<file path="src/hw/isa_pkg.sv">
`default_nettype none

package isa_pkg;

	typedef logic [1:0] reg_idx_t;

	localparam logic [3:0] OP_BNE = 4'd0;
	localparam logic [3:0] OP_BEQ = 4'd1;
	localparam logic [3:0] OP_BGZ = 4'd2;
	localparam logic [3:0] OP_BLZ = 4'd3;
	localparam logic [3:0] OP_ADI = 4'd4;
	localparam logic [3:0] OP_ORI = 4'd5;
	localparam logic [3:0] OP_LHI = 4'd6;
	localparam logic [3:0] OP_LWD = 4'd7;
	localparam logic [3:0] OP_SWD = 4'd8;
	localparam logic [3:0] OP_JMP = 4'd9;
	localparam logic [3:0] OP_JAL = 4'd10;
	localparam logic [3:0] OP_R   = 4'd15; // Register format, operation in func

	localparam logic [5:0] FN_ADD = 6'd0;
	localparam logic [5:0] FN_SUB = 6'd1;
	localparam logic [5:0] FN_AND = 6'd2;
	localparam logic [5:0] FN_ORR = 6'd3;
	localparam logic [5:0] FN_NOT = 6'd4;
	localparam logic [5:0] FN_TCP = 6'd5;
	localparam logic [5:0] FN_SHL = 6'd6;
	localparam logic [5:0] FN_SHR = 6'd7;
	localparam logic [5:0] FN_JPR = 6'd25;
	localparam logic [5:0] FN_JRL = 6'd26;
	localparam logic [5:0] FN_WWD = 6'd28;
	localparam logic [5:0] FN_HLT = 6'd29;

	localparam reg_idx_t LINK_REG = 2'd2; // Return address of JAL and JRL

	typedef struct packed {
		logic [3:0] opcode;
		reg_idx_t   rs;
		reg_idx_t   rt;
		reg_idx_t   rd;
		logic [5:0] func;
	} r_fmt_t;

	typedef struct packed {
		logic [3:0] opcode;
		reg_idx_t   rs;
		reg_idx_t   rt;
		logic [7:0] imm;
	} i_fmt_t;

	// Both views cover the same 16 bits, only the low byte is read differently
	typedef union packed {
		r_fmt_t r_fmt;
		i_fmt_t i_fmt;
	} inst_word_u;

	typedef struct packed {
		logic     valid;
		reg_idx_t rd;
	} dest_rec_t;

	typedef struct packed {
		logic     use_rs1;
		reg_idx_t rs1;
		logic     use_rs2;
		reg_idx_t rs2;
	} src_use_t;

	typedef struct packed {
		inst_word_u inst;
		dest_rec_t  dest; // Register this instruction will write
	} issue_t;

endpackage

`default_nettype wire

</file>
<file path="src/hw/fetch_decode.sv">
`timescale 1ns/1ps
`default_nettype none

module fetch_decode (
	input  logic               clk,
	input  logic               reset,
	input  logic               inst_valid,
	input  isa_pkg::inst_word_u inst,
	input  logic               stall,
	output isa_pkg::src_use_t  src,
	output logic               issue_valid,
	output isa_pkg::issue_t    issue
);

	import isa_pkg::*;

	logic       ifid_valid;
	inst_word_u ifid_inst;

	logic       use_rs;
	logic       use_rt;
	logic       wr_en;
	reg_idx_t   wr_rd;

	// The valid bit only moves when the stage is not stalled
	always_ff @(posedge clk) begin
		if (reset) begin
			ifid_valid <= 1'b0;
		end else if (!stall) begin
			ifid_valid <= inst_valid; // Issue empties IF/ID unless a new word comes in
		end
	end

	always_ff @(posedge clk) begin
		if (!stall && inst_valid) begin
			ifid_inst <= inst;
		end
	end

	always_comb begin
		use_rs = 1'b0;
		use_rt = 1'b0;
		wr_en  = 1'b0;
		wr_rd  = ifid_inst.r_fmt.rd;
		case (ifid_inst.r_fmt.opcode)
			OP_R: begin
				case (ifid_inst.r_fmt.func)
					FN_ADD, FN_SUB, FN_AND, FN_ORR: begin
						use_rs = 1'b1;
						use_rt = 1'b1;
						wr_en  = 1'b1;
					end
					FN_NOT, FN_TCP, FN_SHL, FN_SHR: begin
						use_rs = 1'b1; // Unary, rt is a don't care
						wr_en  = 1'b1;
					end
					FN_WWD, FN_JPR: begin
						use_rs = 1'b1;
					end
					FN_JRL: begin
						use_rs = 1'b1;
						wr_en  = 1'b1;
						wr_rd  = LINK_REG;
					end
					FN_HLT: begin
						use_rs = 1'b0; // Halt touches no register
					end
					default: begin
						use_rs = 1'b0;
					end
				endcase
			end
			OP_ADI, OP_ORI, OP_LWD: begin
				use_rs = 1'b1;
				wr_en  = 1'b1;
				wr_rd  = ifid_inst.i_fmt.rt;
			end
			OP_LHI: begin
				wr_en = 1'b1; // Loads the upper byte only, no source
				wr_rd = ifid_inst.i_fmt.rt;
			end
			OP_SWD, OP_BNE, OP_BEQ: begin
				use_rs = 1'b1;
				use_rt = 1'b1;
			end
			OP_BGZ, OP_BLZ: begin
				use_rs = 1'b1;
			end
			OP_JAL: begin
				wr_en = 1'b1;
				wr_rd = LINK_REG;
			end
			OP_JMP: begin
				wr_en = 1'b0;
			end
			default: begin
				wr_en = 1'b0;
			end
		endcase
	end

	// An empty IF/ID needs nothing and writes nothing
	assign src.use_rs1 = ifid_valid && use_rs;
	assign src.rs1     = ifid_inst.r_fmt.rs;
	assign src.use_rs2 = ifid_valid && use_rt;
	assign src.rs2     = ifid_inst.r_fmt.rt;

	assign issue_valid     = ifid_valid && !stall;
	assign issue.inst      = ifid_inst;
	assign issue.dest.valid = ifid_valid && wr_en;
	assign issue.dest.rd   = wr_rd;

endmodule

`default_nettype wire

</file>
<file path="src/hw/dest_pipe.sv">
`timescale 1ns/1ps
`default_nettype none

module dest_pipe (
	input  logic              clk,
	input  logic              reset,
	input  logic              issue_valid,
	input  isa_pkg::dest_rec_t in_rec,
	output isa_pkg::dest_rec_t id_ex,
	output isa_pkg::dest_rec_t ex_mem,
	output isa_pkg::dest_rec_t mem_wb,
	output logic              retire_valid,
	output isa_pkg::reg_idx_t  retire_rd
);

	import isa_pkg::*;

	dest_rec_t stage [3];
	dest_rec_t next_rec;

	// A stalled or empty front end sends a bubble
	always_comb begin
		next_rec       = in_rec;
		next_rec.valid = issue_valid && in_rec.valid;
	end

	always_ff @(posedge clk) begin
		if (reset) begin
			stage[0].valid <= 1'b0;
			stage[1].valid <= 1'b0;
			stage[2].valid <= 1'b0;
		end else begin
			stage[0].valid <= next_rec.valid;
			stage[1].valid <= stage[0].valid;
			stage[2].valid <= stage[1].valid;
		end
	end

	always_ff @(posedge clk) begin
		stage[0].rd <= next_rec.rd;
		stage[1].rd <= stage[0].rd;
		stage[2].rd <= stage[1].rd;
	end

	assign id_ex  = stage[0];
	assign ex_mem = stage[1];
	assign mem_wb = stage[2];

	assign retire_valid = stage[2].valid; // Leaves in the third cycle after issue
	assign retire_rd    = stage[2].rd;

endmodule

`default_nettype wire

</file>
<file path="src/hw/hazard_detect.sv">
`timescale 1ns/1ps
`default_nettype none

module hazard_detect (
	input  isa_pkg::src_use_t  src,
	input  isa_pkg::dest_rec_t id_ex,
	input  isa_pkg::dest_rec_t ex_mem,
	input  isa_pkg::dest_rec_t mem_wb,
	output logic              stall
);

	import isa_pkg::*;

	dest_rec_t in_flight [3];

	function automatic logic reads_dest(
		input logic      use_reg,
		input reg_idx_t  idx,
		input dest_rec_t rec
	);
		return use_reg && rec.valid && (rec.rd == idx);
	endfunction

	assign in_flight[0] = id_ex;
	assign in_flight[1] = ex_mem;
	assign in_flight[2] = mem_wb; // No write-through, so MEM/WB still blocks

	always_comb begin
		stall = 1'b0;
		for (int i = 0; i < 3; i++) begin
			if (reads_dest(src.use_rs1, src.rs1, in_flight[i])) begin
				stall = 1'b1;
			end
			if (reads_dest(src.use_rs2, src.rs2, in_flight[i])) begin
				stall = 1'b1;
			end
		end
	end

endmodule

`default_nettype wire

</file>
<file path="src/hw/issue_stage.sv">
`timescale 1ns/1ps
`default_nettype none

module issue_stage (
	input  logic               clk,
	input  logic               reset,
	input  logic               inst_valid,
	input  isa_pkg::inst_word_u inst,
	output logic               stall,
	output logic               issue_valid,
	output isa_pkg::issue_t    issue,
	output logic               retire_valid,
	output isa_pkg::reg_idx_t  retire_rd
);

	import isa_pkg::*;

	src_use_t  src;
	dest_rec_t id_ex;
	dest_rec_t ex_mem;
	dest_rec_t mem_wb;

	fetch_decode u_fetch_decode (
		.clk         (clk),
		.reset       (reset),
		.inst_valid  (inst_valid),
		.inst        (inst),
		.stall       (stall),
		.src         (src),
		.issue_valid (issue_valid),
		.issue       (issue)
	);

	dest_pipe u_dest_pipe (
		.clk          (clk),
		.reset        (reset),
		.issue_valid  (issue_valid),
		.in_rec       (issue.dest),
		.id_ex        (id_ex),
		.ex_mem       (ex_mem),
		.mem_wb       (mem_wb),
		.retire_valid (retire_valid),
		.retire_rd    (retire_rd)
	);

	hazard_detect u_hazard_detect (
		.src    (src),
		.id_ex  (id_ex),
		.ex_mem (ex_mem),
		.mem_wb (mem_wb),
		.stall  (stall)
	);

endmodule

`default_nettype wire

</file>
<file path="config.mk">
export PLATFORM = sky130hd
export DESIGN_NAME = issue_stage
export DESIGN_NICKNAME = d
export VERILOG_FILES = /design/src/hw/isa_pkg.sv /design/src/hw/fetch_decode.sv /design/src/hw/dest_pipe.sv /design/src/hw/hazard_detect.sv /design/src/hw/issue_stage.sv
export SDC_FILE = /design/constraint.sdc
export NUM_CORES = 1
export LEC_CHECK = 0
export BUFFER_PORTS_ARGS = -buffer_cell sky130_fd_sc_hd__buf_2
export CORE_AREA = 2 2 58 60
export DETAILED_ROUTE_END_ITERATION = 10
export DIE_AREA = 0 0 60 62
export RECOVER_POWER = 50
export SYNTH_ARGS = -nofsm -noshare
export SYNTH_HDL_FRONTEND = slang
export SYNTH_SLANG_ARGS = --single-unit
</file>
<file path="constraint.sdc">
create_clock -name clk -period 3.2 [get_ports clk]
set_input_delay 0.48 -clock clk [delete_from_list [all_inputs] [get_ports clk]]
set_output_delay 0.48 -clock clk [all_outputs]
set_load 0.005 [all_outputs]
</file>
After elaboration in Yosys (flattened, before gate mapping)
Memories as Yosys holds them, arrays and structs flattened.
Cells that the tools add are included.
W data, S select, Z words.
Word-level totals
  register bits: 17
  bits in latches: 0
  memory bits (writable): 9
  ROM bits: 0
  input port bits: 19
  word-level logic and storage cells: 80
  memories kept: 1
Cells by class
  add/subtract/negate cells: 0
  multiply operators: 0
  divide/modulo/power cells: 0
  $lt $le $gt $ge: 0
  eq/ne operators: 26
  shifts and indexed selects: 0
  multiplexer cells: 20
  bitwise operators: 3
  reduce and logical (&&, ||, !) cells: 28
Memories
  u_dest_pipe.stage: words 3, width 3, read ports 3, clocked after memory_dff 0, write ports 3, line dest_pipe.sv:18  | dest_rec_t stage [3];
Operators by type and width (number)
  $eq A6 B3 Y1 const B: 4
  $eq A6 B5 Y1 const B: 3
  $logic_and A1 B1 Y1: 18
  $eq A4 B3 Y1 const B: 4
  $mux W1: 15
  $eq A2 B2 Y1: 6
  $eq A4 B4 Y1 const B: 3
  $eq A6 B2 Y1 const B: 2
  $reduce_or A11 Y1: 1
  $reduce_or A9 Y1: 1
  $eq A4 B2 Y1 const B: 2
  $reduce_or A4 Y1: 2
  $reduce_or A8 Y1: 1
  $eq A6 B1 Y1 const B: 1
  $logic_not A6 Y1: 1
  $pmux W1 S2: 3
  $pmux W2 S3: 1
  $reduce_or A5 Y1: 1
  $eq A4 B1 Y1 const B: 1
  $logic_not A4 Y1: 1
  $or A1 B1 Y1: 3
  $reduce_or A3 Y1: 1
  $mux W2: 1
  $logic_not A1 Y1: 1

Logic depth before layout (Yosys ltp)
  word-level depth: 17
  mapped depth: 6
  gate-level depth less buffers: 5

Hierarchy
Synthesis repeated with hierarchy kept, for this count alone.
Second synthesis, totals
  cells, all modules: 88
  area, all modules: 1148.6 um^2
By module, submodules not included
  fetch_decode: instances 1, cells each 53, area an instance 768.2 um^2
  dest_pipe: instances 1, cells each 15, area an instance 224.0 um^2
  hazard_detect: instances 1, cells each 20, area an instance 156.4 um^2

Worst setup path after synthesis
Ideal clock, no wire load.
  path kind: register -> register
  start point: register u_fetch_decode.ifid_inst[1] in the netlist's numbering
  end point: register u_fetch_decode.ifid_inst[0] in the netlist's numbering, enable pin
  setup time: 0.373 ns
  data arrival time: 1.652 ns
  data required time: 2.827 ns
  path slack: 1.175 ns
  stages on the path, launching flop included: 6
  cells stage by stage: edfxtp_1 -> xnor2_1 -> o221ai_1 -> a32o_1 -> a21oi_1 -> o21a_1
Between the ends
  word-level cells in the longest chain between the ends: 15
  elaborated cells on any way between the ends: 39
RTL lines
  start: declaration: line fetch_decode.sv:18  | inst_word_u ifid_inst;
  start signal: assignment: line fetch_decode.sv:36  | ifid_inst <= inst;
  $eq A6 B1 Y1, or another cell as far along: line fetch_decode.sv:47  | case (ifid_inst.r_fmt.func)
  $reduce_or A11 Y1 (no line)
  $mux W1: line fetch_decode.sv:47
  $pmux W1 S2: line fetch_decode.sv:45  | case (ifid_inst.r_fmt.opcode)
  $logic_and A1 B1 Y1: line fetch_decode.sv:103  | assign src.use_rs1 = ifid_valid && use_rs;
  $logic_and A1 B1 Y1 (2 in a row): line hazard_detect.sv:21  | return use_reg && rec.valid && (rec.rd == idx);
  $mux W1: line hazard_detect.sv:31  | if (reads_dest(src.use_rs1, src.rs1, in_flight[i])) begin
  $mux W1: line hazard_detect.sv:34  | if (reads_dest(src.use_rs2, src.rs2, in_flight[i])) begin
  $mux W1: line hazard_detect.sv:31
  $mux W1: line hazard_detect.sv:34
  $mux W1: line hazard_detect.sv:31
  $mux W1 *: line hazard_detect.sv:34
  $logic_not A1 Y1 *: line fetch_decode.sv:35  | if (!stall && inst_valid) begin
  $logic_and A1 B1 Y1 *: line fetch_decode.sv:35
Mark *: on every way between the ends. The rest lies on a longest branch, timed or not.
A chain may end at the register's enable or synchronous reset.

Worst setup path in the final report
  start point: register u_fetch_decode.ifid_inst[3] in the netlist's numbering
  end point: output issue_valid
Between the ends
  word-level cells in the longest chain between the ends: 15
  elaborated cells on any way between the ends: 39
RTL lines
  $eq A6 B1 Y1, or another cell as far along: line fetch_decode.sv:47
  $reduce_or A11 Y1 (no line)
  $mux W1: line fetch_decode.sv:47
  $pmux W1 S2: line fetch_decode.sv:45
  $logic_and A1 B1 Y1: line fetch_decode.sv:103
  $logic_and A1 B1 Y1 (2 in a row): line hazard_detect.sv:21
  $mux W1: line hazard_detect.sv:31
  $mux W1: line hazard_detect.sv:34
  $mux W1: line hazard_detect.sv:31
  $mux W1: line hazard_detect.sv:34
  $mux W1: line hazard_detect.sv:31
  $mux W1 *: line hazard_detect.sv:34
  $logic_not A1 Y1 *: line fetch_decode.sv:108  | assign issue_valid = ifid_valid && !stall;
  $logic_and A1 B1 Y1 *: line fetch_decode.sv:108
  end: declaration: line issue_stage.sv:10  | output logic issue_valid,
Marks and branches as above.

==> metrics.txt <==
Initial Util 35.0%; proportion of layout cells with a drive suffix above 1 31.3%; I/O pins 43; CP Buf/Inv Count 1; RSZ-0062 raised after global routing false; First-pass DRT Iterations 4; total CTS buffers 3; number of port buffers 42; number of DRC markers in iteration 0 14; crit-path max FO 6; fin crit share 77.1%; max incr delay on CP 0.50 ns; Critical R2R Capture u_fetch_decode.ifid_inst[10]$_DFFE_PP_; slowest CP cell edfxtp_1; FP Rows 21; Max-slew headroom 53.2%; drt wl/cell 12.1 um; clock-pin slew on the worst setup and hold paths 0.13 ns; fin crit period 2.47 ns; Power Dens Cells 438 nW/um2; pin count of the biggest net entering global routing 17; clock skew 0.00536 ns; power share of the sequential group 66.1%; GP Congestion 0.716; Critical Path AT 1.99 ns; Critical Path RT 2.72 ns; Setup WS post-layout 0.733 ns; Net count, final 154; Die Wd 60 um; Vias 816; Die Span Y 62 um; Hold Crit Depth 1; Largest delay share family, worst path simple AND/OR/NAND/NOR gates; Max Cap Viol 0; WHS 0.330 ns; cells resized by post-CTS repair 0; Worst Setup Start Kind flop; hpwl dp 1700 um; CTS tree done; pre-CTS setup slack 0.922 ns; die area 3720 um2; Remaining DRCs 0; Mapped Area 1110 um2; Post-Route WL 2180 um; Min-Delay Endpoint u_fetch_decode.ifid_inst[7]$_DFFE_PP_; RR Startpoint u_fetch_decode.ifid_inst[2]$_DFFE_PP_; hold buffer count at cts 0; Core Region 3180 um2; total gr overflow 0; worst r2r path cells 5; Final TNS setup 0 ns; crit end category output port; routed vias/inst 4.53; status finished, final reports clean; Critical Path, Cell by Cell or3_1 > o31a_1 > a31oi_1 > a21oi_1 > and2_1 > buf_2; measured slew at the worst slew-check pin 0.702 ns; initial antenna violation count 0; min-delay src inst[7]; Inserted Diodes 0; Root Driver clkbuf_4; CTS Buffer Depth 2; Mapped Cells 90; post-synthesis sequential area ratio 61.2%; worst hold path class primary input to flop; Netlist cell types 27; Layout area overhead 24.5%; logic gate share of total power 11.5%; clock sinks 26; final hold viol count 0; post-CTS setup buffers 0; # setup viols final 0; Syn Nets 109; Tot GR Track Use 12.9%; maximum resistive drop on vdd 0.243 mV; register-to-register setup slack 0.91 ns; Sw Share 23.6%; yosys warns 0; Clk pwr share 22.4%; Internal Power 0.464 mW; vias in the first global route 784; post-route ant nets 0; LEAKAGE 0.528 nW; max-slew violations 0; syn_area_per_cell 12.4 um2; FF+latch count, synth 26; Highest Clock Rate 405 MHz; CTS H-Tree Depth 1; net switching power figure 0.143 mW; Setup CP Type flop to output port; clk_lat worst skew 0.31 ns; first-pass GRT wire length 3480 um
[cell usage after synthesis]
master    number  area, um2
o21a_1         1       7.51
dfxtp_1       10        200
mux2i_1        1       10.0
nand4_1        1       6.26
or3_1          1       6.26
a311oi_2       1       15.0
edfxtp_1      16        480
nor2b_1        6       37.5
inv_1          1       3.75
a21oi_1        4       20.0
nand4b_1       2       17.5
buf_4          2       15.0
o211ai_1       2       15.0
a31oi_1        1       6.26
o31a_1         1       8.76
and2_1         3       18.8
o21ai_0        5       25.0
a311oi_1       1       8.76
xnor2_1       12        105
nand2_1        1       3.75
or3b_2         1       8.76
a211o_1        1       8.76
and3b_1        1       8.76
o221ai_1       1       8.76
nor2_1         7       26.3
a32o_1         1       10.0
nand3_1        6       30.0
[layout make-up]
cell class | instances | area [um2]
clock buffer | 3 | 22.5
clock inverter | 1 | 3.75
fill | 313 | 1790
inverter | 1 | 3.75
multi-input combinational | 61 | 413
sequential | 26 | 681
tap | 46 | 57.6
timing repair buffer | 42 | 204
[metrics by stage]
| stage | util, % | instance area (um2) | cells | total power, mW |
|---|---|---|---|---|
| 6_report | 43.6 | 1390 | 180 | 0.607 |
| 5_1_grt | 43.6 | 1390 | 180 | 0.643 |
| 2_1_floorplan | - | 1110 | 90 | 0.447 |
| 3_3_place_gp | 42.9 | 1370 | 176 | 0.479 |
| 3_5_place_dp | 42.9 | 1370 | 176 | 0.481 |
| 4_1_cts | 43.8 | 1390 | 180 | 0.618 |
[worst max path at each step]
stage,from,end,slack (ns),depth (start not counted)
4_1_cts,u_fetch_decode.ifid_inst[3]$_DFFE_PP_,issue_valid,0.71,6
6_report,u_fetch_decode.ifid_inst[3]$_DFFE_PP_,issue_valid,0.73,6
3_3_place_gp,u_fetch_decode.ifid_inst[1]$_DFFE_PP_,u_fetch_decode.ifid_inst[10]$_DFFE_PP_,1.02,5
5_1_grt,u_fetch_decode.ifid_inst[3]$_DFFE_PP_,issue_valid,0.63,6
3_5_place_dp,u_fetch_decode.ifid_inst[1]$_DFFE_PP_,u_fetch_decode.ifid_inst[10]$_DFFE_PP_,0.92,5
2_1_floorplan,u_fetch_decode.ifid_inst[1]$_DFFE_PP_,u_fetch_decode.ifid_inst[0]$_DFFE_PP_,1.17,5
[cell families (layout without fill, tap and decap cells)]
| family | after synthesis | in the layout | synth area share (%) |
|---|---|---|---|
| XOR/XNOR | 12 | 12 | 9.45 |
| buffers and inverters | 3 | 47 | 1.69 |
| flip-flops | 26 | 26 | 61.2 |
| AO/OA/AOI/OAI | 19 | 19 | 12.0 |
| AND/OR/NAND/NOR | 29 | 29 | 14.7 |
| multiplexers | 1 | 1 | 0.900 |
[flip-flops by register name, indices dropped and copies added (netlist names)]
signal and cells:
u_fetch_decode.ifid_inst 16, u_dest_pipe.stage 9, u_fetch_decode.ifid_valid 1
[per-layer routing]
metal	wire [um]	share of wire, %	track usage, %	vias up
met5	0	0	0	-
met1	976	45	16.4	371
met3	90	4.1	2.28	2
li1	-	-	-	425
met4	25	1.1	6.67	0
met2	1090	50	21.0	18
[power groups by stage]
stage / clock, mW / combinational (mW) / sequential, mW
after global routing: 0.158 / 0.0795 / 0.406
after floorplan: 0 / 0.0408 / 0.406
after detailed placement: 0 / 0.0717 / 0.409
after CTS: 0.144 / 0.0723 / 0.401
final: 0.136 / 0.0699 / 0.401
after global placement: 0 / 0.0710 / 0.408
[layout by cell type (no fill, tap or decap)]
cell,instances
clkinv_1,1
nand4b_1,2
or3b_2,1
inv_1,1
edfxtp_1,16
and2_1,3
a311oi_1,1
a31oi_1,1
nand4_1,1
clkbuf_4,3
a21oi_1,4
and3b_1,1
dfxtp_1,10
o21ai_0,5
nor2b_1,6
o21a_1,1
a211o_1,1
o211ai_1,2
nor2_1,7
or3_1,1
o31a_1,1
clkbuf_1,5
mux2i_1,1
buf_2,37
o221ai_1,1
xnor2_1,12
a32o_1,1
a311oi_2,1
nand2_1,1
nand3_1,6
Power figures use the tool's default switching activity.
